--- config.mk ---
export PLATFORM = sky130hd
export DESIGN_NAME = fetch_top
export DESIGN_NICKNAME = d
export VERILOG_FILES = /design/src/fetch_pkg.sv /design/src/rv_isa_pkg.sv /design/src/branch_unit.sv /design/src/fetch_ctrl.sv /design/src/fetch_top.sv /design/src/pc_counter.sv /design/src/predecoder.sv /design/src/register_file.sv
export SDC_FILE = /design/constraint.sdc
export NUM_CORES = 2
export LEC_CHECK = 0
export ABC_AREA = 1
export BUFFER_PORTS_ARGS = -buffer_cell sky130_fd_sc_hd__buf_2
export CORE_MARGIN = 4
export CORE_UTILIZATION = 50
export CTS_CLUSTER_DIAMETER = 60
export CTS_CLUSTER_SIZE = 28
export DETAILED_ROUTE_END_ITERATION = 8
export MAX_ROUTING_LAYER = met4
export PLACE_DENSITY = 0.67
export SLEW_MARGIN = 20
export SYNTH_ARGS = -nofsm -noshare
export SYNTH_HDL_FRONTEND = slang
export SYNTH_SLANG_ARGS = --single-unit
--- constraint.sdc ---
create_clock -name clk -period 7.05 [get_ports clk]
set_clock_uncertainty 0.2 [all_clocks]
set_input_delay 0.3525 -clock clk [delete_from_list [all_inputs] [get_ports clk]]
set_output_delay 0.3525 -clock clk [all_outputs]
set_load 0.05 [all_outputs]
--- src/fetch_pkg.sv ---
package fetch_pkg;

  localparam logic [31:0] reset_pc = 32'h0000_0000; // first fetch address
  localparam logic [31:0] pc_step  = 32'd4;         // no compressed words, so always one word

  typedef struct packed {
    logic        valid;
    logic [31:0] addr;
  } imem_req_t;

  typedef struct packed {
    logic        valid;
    logic [31:0] rdata;
  } imem_rsp_t;

  typedef struct packed {
    logic [4:0]  rd;
    logic [4:0]  rs1;
    logic [4:0]  rs2;
    logic [31:0] imm;
    logic        wren;
    logic        rden1;
    logic        rden2;
    logic        lui;
    logic        auipc;
    logic        jal;
    logic        jalr;
    logic        branch;
    logic        load;
    logic        store;
    logic        illegal;
    logic [2:0]  bcu_op;
  } predec_t;

  typedef struct packed {
    logic        valid;
    logic [4:0]  addr;
    logic [31:0] data;
  } wb_t;

  // packet handed to the next stage
  typedef struct packed {
    logic [31:0] pc;
    logic [31:0] instr;
    predec_t     dec;
    logic [31:0] rdata1;
    logic [31:0] rdata2;
    logic        taken;
    logic [31:0] target;
  } decode_out_t;

endpackage

--- src/rv_isa_pkg.sv ---
package rv_isa_pkg;

  typedef enum logic [6:0] {
    opc_lui    = 7'b0110111,
    opc_auipc  = 7'b0010111,
    opc_jal    = 7'b1101111,
    opc_jalr   = 7'b1100111,
    opc_branch = 7'b1100011,
    opc_load   = 7'b0000011,
    opc_store  = 7'b0100011,
    opc_op_imm = 7'b0010011,
    opc_op     = 7'b0110011
  } opcode_e;

  // compare kinds of the conditional branches
  localparam logic [2:0] f3_beq  = 3'b000;
  localparam logic [2:0] f3_bne  = 3'b001;
  localparam logic [2:0] f3_blt  = 3'b100;
  localparam logic [2:0] f3_bge  = 3'b101;
  localparam logic [2:0] f3_bltu = 3'b110;
  localparam logic [2:0] f3_bgeu = 3'b111;

  localparam logic [31:0] nop_word = 32'h0000_0013; // addi x0,x0,0

  typedef struct packed {
    logic [6:0] funct7;
    logic [4:0] rs2;
    logic [4:0] rs1;
    logic [2:0] funct3;
    logic [4:0] rd;
    opcode_e    opcode;
  } r_fmt_t;

  typedef struct packed {
    logic [11:0] imm_11_0;
    logic [4:0]  rs1;
    logic [2:0]  funct3;
    logic [4:0]  rd;
    opcode_e     opcode;
  } i_fmt_t;

  typedef struct packed {
    logic [6:0] imm_11_5;
    logic [4:0] rs2;
    logic [4:0] rs1;
    logic [2:0] funct3;
    logic [4:0] imm_4_0;
    opcode_e    opcode;
  } s_fmt_t;

  typedef struct packed {
    logic       imm_12;
    logic [5:0] imm_10_5;
    logic [4:0] rs2;
    logic [4:0] rs1;
    logic [2:0] funct3;
    logic [3:0] imm_4_1;
    logic       imm_11;
    opcode_e    opcode;
  } b_fmt_t;

  typedef struct packed {
    logic [19:0] imm_31_12;
    logic [4:0]  rd;
    opcode_e     opcode;
  } u_fmt_t;

  typedef struct packed {
    logic       imm_20;
    logic [9:0] imm_10_1;
    logic       imm_11;
    logic [7:0] imm_19_12;
    logic [4:0] rd;
    opcode_e    opcode;
  } j_fmt_t;

  // one instruction word, seen through each encoding format
  typedef union packed {
    r_fmt_t r_fmt;
    i_fmt_t i_fmt;
    s_fmt_t s_fmt;
    b_fmt_t b_fmt;
    u_fmt_t u_fmt;
    j_fmt_t j_fmt;
  } instr_t;

endpackage
--- src/branch_unit.sv ---
`timescale 1ns/100ps

module branch_unit (
  input  fetch_pkg::predec_t dec,
  input  logic [31:0]        rdata1,
  input  logic [31:0]        rdata2,
  input  logic [31:0]        pc,
  output logic               taken,
  output logic [31:0]        target
);

  import rv_isa_pkg::*;

  logic        eq;
  logic        lt;
  logic        ltu;
  logic        cond;
  logic [31:0] reg_sum;

  assign eq  = (rdata1 == rdata2);
  assign lt  = ($signed(rdata1) < $signed(rdata2));
  assign ltu = (rdata1 < rdata2);

  always_comb begin
    case (dec.bcu_op)
      f3_beq:  cond = eq;
      f3_bne:  cond = !eq;
      f3_blt:  cond = lt;
      f3_bge:  cond = !lt;
      f3_bltu: cond = ltu;
      f3_bgeu: cond = !ltu;
      default: cond = 1'b0; // funct3 010 and 011 are not branches
    endcase
  end

  assign reg_sum = rdata1 + dec.imm;

  // jalr drops the low bit of its sum, the rest are pc relative
  assign target = dec.jalr ? {reg_sum[31:1], 1'b0} : pc + dec.imm;

  assign taken = dec.jal || dec.jalr || (dec.branch && cond);

endmodule

--- src/fetch_ctrl.sv ---
`timescale 1ns/100ps

module fetch_ctrl (
  input  logic clk,
  input  logic rst,
  input  logic run,
  input  logic imem_ready,
  input  logic rsp_valid,
  input  logic out_ready,
  output logic req_valid,
  output logic out_valid,
  output logic capture,
  output logic step
);

  typedef enum logic [1:0] {
    s_idle,
    s_req,
    s_wait,
    s_hold
  } state_e;

  state_e state;
  state_e state_nxt;

  always_comb begin
    state_nxt = state;
    case (state)
      s_idle: begin
        if (run) begin
          state_nxt = s_req;
        end
      end
      s_req: begin
        if (imem_ready) begin
          state_nxt = s_wait; // request accepted by the memory
        end
      end
      s_wait: begin
        if (rsp_valid) begin
          state_nxt = s_hold;
        end
      end
      s_hold: begin
        if (out_ready) begin
          state_nxt = run ? s_req : s_idle;
        end
      end
      default: begin
        state_nxt = s_idle;
      end
    endcase
  end

  always_ff @(posedge clk) begin
    if (!rst) begin
      state <= s_idle;
    end else begin
      state <= state_nxt;
    end
  end

  assign req_valid = (state == s_req);
  assign out_valid = (state == s_hold);

  // the response word is only taken while a request is outstanding
  assign capture = (state == s_wait) && rsp_valid;

  // next pc is known only once the packet leaves, since the branch decides it
  assign step = (state == s_hold) && out_ready;

endmodule

--- src/fetch_top.sv ---
`timescale 1ns/100ps

module fetch_top (
  input  logic                  clk,
  input  logic                  rst,
  input  logic                  run,
  input  logic                  imem_ready,
  output fetch_pkg::imem_req_t  imem_req,
  input  fetch_pkg::imem_rsp_t  imem_rsp,
  input  fetch_pkg::wb_t        wb,
  output logic                  out_valid,
  input  logic                  out_ready,
  output fetch_pkg::decode_out_t out_data
);

  import rv_isa_pkg::*;
  import fetch_pkg::*;

  instr_t      instr_q;
  predec_t     dec;
  logic [31:0] pc;
  logic [31:0] rdata1;
  logic [31:0] rdata2;
  logic [31:0] target;
  logic        taken;
  logic        req_valid;
  logic        capture;
  logic        step;

  fetch_ctrl u_ctrl (
    .clk        (clk),
    .rst        (rst),
    .run        (run),
    .imem_ready (imem_ready),
    .rsp_valid  (imem_rsp.valid),
    .out_ready  (out_ready),
    .req_valid  (req_valid),
    .out_valid  (out_valid),
    .capture    (capture),
    .step       (step)
  );

  pc_counter u_pc (
    .clk    (clk),
    .rst    (rst),
    .step   (step),
    .taken  (taken),
    .target (target),
    .pc     (pc)
  );

  // holds a nop until the first response so the decode path sees a legal word
  always_ff @(posedge clk) begin
    if (!rst) begin
      instr_q <= nop_word;
    end else if (capture) begin
      instr_q <= imem_rsp.rdata;
    end
  end

  predecoder u_predec (
    .instr (instr_q),
    .dec   (dec)
  );

  register_file u_regs (
    .clk    (clk),
    .rst    (rst),
    .raddr1 (dec.rs1),
    .raddr2 (dec.rs2),
    .rdata1 (rdata1),
    .rdata2 (rdata2),
    .wb     (wb)
  );

  branch_unit u_bcu (
    .dec    (dec),
    .rdata1 (rdata1),
    .rdata2 (rdata2),
    .pc     (pc),
    .taken  (taken),
    .target (target)
  );

  assign imem_req.valid = req_valid;
  assign imem_req.addr  = pc; // pc stays put until the packet is taken

  assign out_data.pc     = pc;
  assign out_data.instr  = instr_q;
  assign out_data.dec    = dec;
  assign out_data.rdata1 = rdata1;
  assign out_data.rdata2 = rdata2;
  assign out_data.taken  = taken;
  assign out_data.target = target;

endmodule

--- src/pc_counter.sv ---
`timescale 1ns/100ps

module pc_counter (
  input  logic        clk,
  input  logic        rst,
  input  logic        step,
  input  logic        taken,
  input  logic [31:0] target,
  output logic [31:0] pc
);

  import fetch_pkg::*;

  logic [31:0] pc_next;

  assign pc_next = taken ? target : pc + pc_step; // redirect wins over the sequential step

  always_ff @(posedge clk) begin
    if (!rst) begin
      pc <= reset_pc;
    end else if (step) begin
      pc <= pc_next;
    end
  end

endmodule

--- src/predecoder.sv ---
`timescale 1ns/100ps

module predecoder (
  input  rv_isa_pkg::instr_t instr,
  output fetch_pkg::predec_t dec
);

  import rv_isa_pkg::*;

  logic [31:0] imm_i;
  logic [31:0] imm_s;
  logic [31:0] imm_b;
  logic [31:0] imm_u;
  logic [31:0] imm_j;

  assign imm_i = {{20{instr.i_fmt.imm_11_0[11]}}, instr.i_fmt.imm_11_0};
  assign imm_s = {{20{instr.s_fmt.imm_11_5[6]}}, instr.s_fmt.imm_11_5, instr.s_fmt.imm_4_0};
  assign imm_b = {{19{instr.b_fmt.imm_12}}, instr.b_fmt.imm_12, instr.b_fmt.imm_11,
                  instr.b_fmt.imm_10_5, instr.b_fmt.imm_4_1, 1'b0};
  assign imm_u = {instr.u_fmt.imm_31_12, 12'h000};
  assign imm_j = {{11{instr.j_fmt.imm_20}}, instr.j_fmt.imm_20, instr.j_fmt.imm_19_12,
                  instr.j_fmt.imm_11, instr.j_fmt.imm_10_1, 1'b0};

  always_comb begin
    dec = '0; // register fields a format does not use read as x0
    case (instr.r_fmt.opcode)
      opc_lui: begin
        dec.rd   = instr.u_fmt.rd;
        dec.imm  = imm_u;
        dec.wren = 1'b1;
        dec.lui  = 1'b1;
      end
      opc_auipc: begin
        dec.rd    = instr.u_fmt.rd;
        dec.imm   = imm_u;
        dec.wren  = 1'b1;
        dec.auipc = 1'b1;
      end
      opc_jal: begin
        dec.rd   = instr.j_fmt.rd;
        dec.imm  = imm_j;
        dec.wren = 1'b1;
        dec.jal  = 1'b1;
      end
      opc_jalr: begin
        dec.rd    = instr.i_fmt.rd;
        dec.rs1   = instr.i_fmt.rs1;
        dec.imm   = imm_i;
        dec.wren  = 1'b1;
        dec.rden1 = 1'b1;
        dec.jalr  = 1'b1;
      end
      opc_branch: begin
        dec.rs1    = instr.b_fmt.rs1;
        dec.rs2    = instr.b_fmt.rs2;
        dec.imm    = imm_b;
        dec.rden1  = 1'b1;
        dec.rden2  = 1'b1;
        dec.branch = 1'b1;
        dec.bcu_op = instr.b_fmt.funct3; // picks the compare in the branch unit
      end
      opc_load: begin
        dec.rd    = instr.i_fmt.rd;
        dec.rs1   = instr.i_fmt.rs1;
        dec.imm   = imm_i;
        dec.wren  = 1'b1;
        dec.rden1 = 1'b1;
        dec.load  = 1'b1;
      end
      opc_store: begin
        dec.rs1   = instr.s_fmt.rs1;
        dec.rs2   = instr.s_fmt.rs2;
        dec.imm   = imm_s;
        dec.rden1 = 1'b1;
        dec.rden2 = 1'b1;
        dec.store = 1'b1;
      end
      opc_op_imm: begin
        dec.rd    = instr.i_fmt.rd;
        dec.rs1   = instr.i_fmt.rs1;
        dec.imm   = imm_i;
        dec.wren  = 1'b1;
        dec.rden1 = 1'b1;
      end
      opc_op: begin
        dec.rd    = instr.r_fmt.rd;
        dec.rs1   = instr.r_fmt.rs1;
        dec.rs2   = instr.r_fmt.rs2;
        dec.wren  = 1'b1;
        dec.rden1 = 1'b1;
        dec.rden2 = 1'b1;
      end
      default: begin
        dec.illegal = 1'b1; // flagged only, nothing is written
      end
    endcase
  end

endmodule

--- src/register_file.sv ---
`timescale 1ns/100ps

module register_file (
  input  logic             clk,
  input  logic             rst,
  input  logic [4:0]       raddr1,
  input  logic [4:0]       raddr2,
  output logic [31:0]      rdata1,
  output logic [31:0]      rdata2,
  input  fetch_pkg::wb_t   wb
);

  logic [31:0] regs [1:31]; // x0 has no storage

  always_ff @(posedge clk) begin
    if (!rst) begin
      for (int i = 1; i < 32; i++) begin
        regs[i] <= '0;
      end
    end else if (wb.valid && (wb.addr != 5'd0)) begin
      regs[wb.addr] <= wb.data;
    end
  end

  // no bypass, a write shows up on the cycle after it
  assign rdata1 = (raddr1 == 5'd0) ? 32'h0 : regs[raddr1];
  assign rdata2 = (raddr2 == 5'd0) ? 32'h0 : regs[raddr2];

endmodule

**Word-level counts from Yosys, hierarchy flattened**

Memory sizes are Yosys's and may differ from the RTL's.
Index checks and enable logic that the tools add are counted.

- Flip-flop bits (word level): 66
- RAM bits: 992
- Logic and storage cells: 87
- Memories kept: 1

- Add/subtract/negate cells: 3
- Order comparisons: 2
- Equal/unequal tests: 22
- Multiplexer cells: 34
- Reduce and logical (&&, ||, !) cells: 22

Memory list:

| name | depth | width | rd ports | clocked after memory_dff | wr ports | line | text |
|---|---|---|---|---|---|---|---|
| u_regs.regs | 31 | 32 | 2 | 0 | 31 | register_file.sv:13 | `logic [31:0] regs [1:31];` |

Operators by type and width:

| cell | number |
|---|---|
| $mux W32 | 5 |
| $pmux W32 S5 | 1 |
| $add A32 B32 Y32 | 2 |
| $lt A32 B32 Y1 | 2 |
| $add A32 B3 Y32 const B | 1 |
| $eq A32 B32 Y1 | 1 |
| $reduce_or A32 Y1 | 1 |
| $eq A7 B6 Y1 const B | 3 |
| $eq A7 B7 Y1 const B | 3 |
| $mux W5 | 4 |
| $mux W1 | 17 |
| $eq A7 B5 Y1 const B | 2 |
| $eq A3 B3 Y1 const B | 4 |
| $logic_not A5 Y1 | 2 |
| $reduce_or A9 Y1 | 1 |
| $mux W2 | 4 |
| $pmux W2 S4 | 1 |
| $eq A7 B2 Y1 const B | 1 |
| $reduce_or A7 Y1 | 1 |
| $ne A2 B2 Y1 const B | 3 |
| $pmux W1 S6 | 1 |
| $reduce_or A3 Y1 | 2 |
| $reduce_or A6 Y1 | 1 |
| $reduce_bool A5 Y1 | 1 |
| other kinds (12) | 19 |

**Longest topological paths before layout**

- Word-level depth: 11
- Mapped depth: 40

**Cells and area by module**

From an unflattened synthesis, not the netlist that was laid out.

- Cell total of the unflattened synthesis: 8905
- Area, all modules: 66430.0 um^2

By module, submodules not included:

| module | times used | cells each | area an instance (um^2) | sequential area each (um^2) |
|---|---|---|---|---|
| register_file | 1 | 7250 | 56558.0 | 30749.5 |
| branch_unit | 1 | 855 | 4850.9 | 0.0 |
| pc_counter | 1 | 355 | 2254.7 | 640.6 |
| fetch_top | 1 | 231 | 1594.0 | 640.6 |
| predecoder | 1 | 180 | 945.9 | 0.0 |
| fetch_ctrl | 1 | 34 | 226.5 | 40.0 |

**Worst setup path after synthesis**

Ideal clock, no wire load.

- Path type: register to output
- From: register instr_q[5] (netlist bit)
- To: output out_data[29] (netlist bit)
- Data arrival time: 7.479 ns
- Slack: -0.982 ns
- Cell stages (with the launch flop): 29
- Path buffers: 0
- Path through: dfxtp_1 nand2_2 nor2_4 inv_1 nor4_1 nor2_1 nand2_1 inv_1 o22ai_1 ha_1 a21oi_1 and2_1 o21ai_0 inv_1 o21ai_0 nand3_1 nand2_1 a21oi_1 o21ai_0 inv_1 o21ai_0 nand2_1 o211ai_1 nand4_1 o211ai_1 nand4_1 nand3_1 nand2_1 o22ai_1

RTL lines:

| item | line | text |
|---|---|---|
| start: declaration | fetch_top.sv:19 | `instr_t instr_q;` |
| start signal: assignment | fetch_top.sv:55 | `instr_q <= nop_word;` |
| start signal: assignment | fetch_top.sv:57 | `instr_q <= imem_rsp.rdata;` |
| end: declaration | fetch_top.sv:13 | `output fetch_pkg::decode_out_t out_data` |

==> flow_summary.yaml <==
synthesis:
  ys_types: 66
  ys_warn_count: 0
  seq_area_frac_synth_pct: 51.1
  synthArstFlopShare_pct: 0
  syn_area_sq_mm: 0.0628
  synth_cells: 7550
  syn-mean-instance-area_sq_um: 8.32
  ys_ff_latch: 1090
  synth_flop_cell: "edfxtp_1"
  synth_edf_count: 1024
cts:
  clockBufferDepth: 3
  clock_tree.root_cell: "clkbuf_16"
  clk_pin_slew_worst_paths_ps: 80
  h-tree-depth: 3
  cts.sink_count: 1090
  cts_tree: "done"
  clk_latency_ps: 790
  cts_buffers: 107
floorplanning:
  initial_core_util_pct: 50.5
  io_pins: 332
  die_area_sq_mm: 0.131
  die_h_um: 362
  core_sq_mm: 0.124
  num_rows: 129
  die_w_um: 362
global_route:
  grt_usage_pct: 42.2
  grt_max_degree: 115
  grt_pass1_wl_um: 397000
  grt_antenna_before_repair: 8
  grt_pass1_vias: 58000
  grt_overflow: 0
place:
  hpwl_um: 175000
  port_buffers: 331
  gp_congestion: 1.03
  place_worst_setup_slack_ps: 45.4
worst_hold_path:
  hold_class: "primary input to flop"
  holdPathStages: 4
  whs_endpoint: "u_regs.regs[9][2]"
  hp-start: "wb[36]"
timing:
  worstMarginPinSlew_ps: 1230
  finalCritPeriodShare_pct: 98.5
  fin_ws_ps: 103
  fmax_mhz: 144
  slew_violations: 0
  hold_violations: 0
  setup_violations: 0
  relSlewSlack_pct: 17.6
  min_period_ps: 6950
worst_setup_path:
  cp-end-kind: "output pin"
  crit_path_start_kind: "flop"
  cp_max_fo: 51
  required_ps: 6500
  regToRegEndpoint: "u_pc.pc[24]"
  critical_path_class: "flop to output pin"
  crit_arrival_ps: 6390
  r2r_start: "instr_q[1]"
  rrSetupSlack_ps: 600
  reg2reg_depth: 24
route:
  drc: 0
  ant_nets: 0
  wl_um: 281000
  drt_iter0_markers: 10900
  vias: 63100
  dr.pass1.iters: 6
  wl_per_cell_um: 29.6
  vias_per_cell: 6.65
job:
  cap_violations: 0
pwr:
  pwr-share-comb_pct: 35.2
  power_density_mw_per_mm2: 299
  power_w: 0.0216
  irDropWorstVdd_uv: 272
  p_leak_nw: 28.7
  power_frac_seq_pct: 35.6
  p_int_w: 0.0128
  p_clk_share_pct: 29.2
  switchingPower_w: 0.00886
  swShare_pct: 41.0
finish:
  final_common_cell: "nand2_1"
  syn_to_final_growth_pct: 15.0
  drive_above_1_share_pct: 13.4
  fin_nets: 7923
  layout.cells.most_common_list: "nand2_1, nor2_1, edfxtp_1"
run_status:
  status: "completed"
## synthesized netlist by cell type (51+ instances only)
cell,n,area (sq um)
a21oi_1,586,2930
nor3_1,57,285
o211ai_1,152,1140
nand2_1,1853,6960
nand3_1,474,2370
o22ai_1,53,332
a32o_1,95,951
ha_1,97,1210
o21ai_0,206,1030
inv_1,355,1330
a221oi_1,121,1060
edfxtp_1,1024,30700
buf_1,51,191
nor2_1,1268,4760
dfxtp_1,66,1320
clkbuf_1,579,2170
a32oi_1,116,1020
## final cells by class
| class | count | area, sq um |
|---|---|---|
| flip-flops and latches | 1090 | 32100 |
| clock buffers | 116 | 2790 |
| clock inverters | 85 | 1050 |
| repair buffers | 742 | 5620 |
| multi-input cells | 5436 | 27100 |
| inverters | 371 | 1460 |
| diodes | 10 | 25.0 |
| well taps | 1637 | 2050 |
| fillers | 11100 | 52100 |
## layer usage
| metal | track usage [%] | part of all wire [%] | up-vias |
|---|---|---|---|
| li1 | - | - | 26600 |
| met1 | 52.2 | 34 | 29500 |
| met2 | 60.0 | 42 | 5541 |
| met3 | 12.3 | 15 | 1356 |
| met4 | 28.5 | 8.6 | 0 |
| met5 | - | 0 | - |
## stage by stage
step	hold WS, ps	setup TNS [ps]	instance area [sq um]	util [%]	instances
floorplan	251	-57.8	63000	-	7581
global placement	307	0	67000	53.9	9173
detailed placement	320	0	67000	53.9	9173
CTS	21.3	0	71600	57.6	9445
global route	49.6	-157	72200	58.1	9484
finish	73.7	0	72200	58.1	9487
## worst max path at each step
| stage | from | endpoint | slack, ps | depth (start not counted) |
|---|---|---|---|---|
| after floorplan | instr_q[4] | out_data[29] | -60 | 26 |
| after global placement | instr_q[4] | u_pc.pc[24] | 30 | 25 |
| after detailed placement | instr_q[4] | u_pc.pc[24] | 50 | 25 |
| after CTS | instr_q[5] | out_data[32] | 10 | 25 |
| after global routing | instr_q[4] | out_data[26] | -100 | 27 |
| final | instr_q[1] | out_data[32] | 100 | 21 |
## power groups by stage
stage | clock network, W | registers (W) | logic (W)
after global routing | 0.00659 | 0.00772 | 0.00785
after global placement | 0 | 0.00780 | 0.00699
after detailed placement | 0 | 0.00781 | 0.00700
final | 0.00631 | 0.00769 | 0.00761
after CTS | 0.00630 | 0.00767 | 0.00709
after floorplan | 0 | 0.00787 | 0.00408
## sequential cells by signal, summed over array words and instances, names as in the netlist
| register | flops |
|---|---|
| instr_q | 32 |
| u_ctrl.state | 2 |
| u_pc.pc | 32 |
| u_regs.regs | 1024 |
## cells by family after synthesis
family	synth area share [%]
AOI/OAI and AO/OA	16.0
xor gates and xnor gates	0.377
adders and majority gates	2.00
buffers and inverters	6.67
DFF	51.1
muxes	0.0159
other	0.00597
and+or+nand+nor	23.9
## what timing repair did
item	in CTS	in global routing
gates resized for setup	14	73
endpoints found under the hold margin	129	0
buffers inserted	1	29
endpoints found under the setup margin	18	17
gates cloned	0	3
pin swaps	1	11
hold buffers	70	0
## worst max-delay path, cell delays in order (launching register included)
cell and delay (ps):
dfxtp_1 390, nand2_2 120, nor2_4 150, buf_4 220, nand3_4 190, clkinv_16 230, buf_4 370, nand2_1 90
a32o_1 240, o211ai_1 290, a21oi_1 330, nor2_1 590, inv_1 120, ha_1 350, nand4_1 160, nor3_1 200
or3b_1 400, o221ai_1 170, nand2_1 120, o21ai_4 270, nand2_4 240, buf_2 290
No activity file was read; power rests on OpenSTA's default activity.
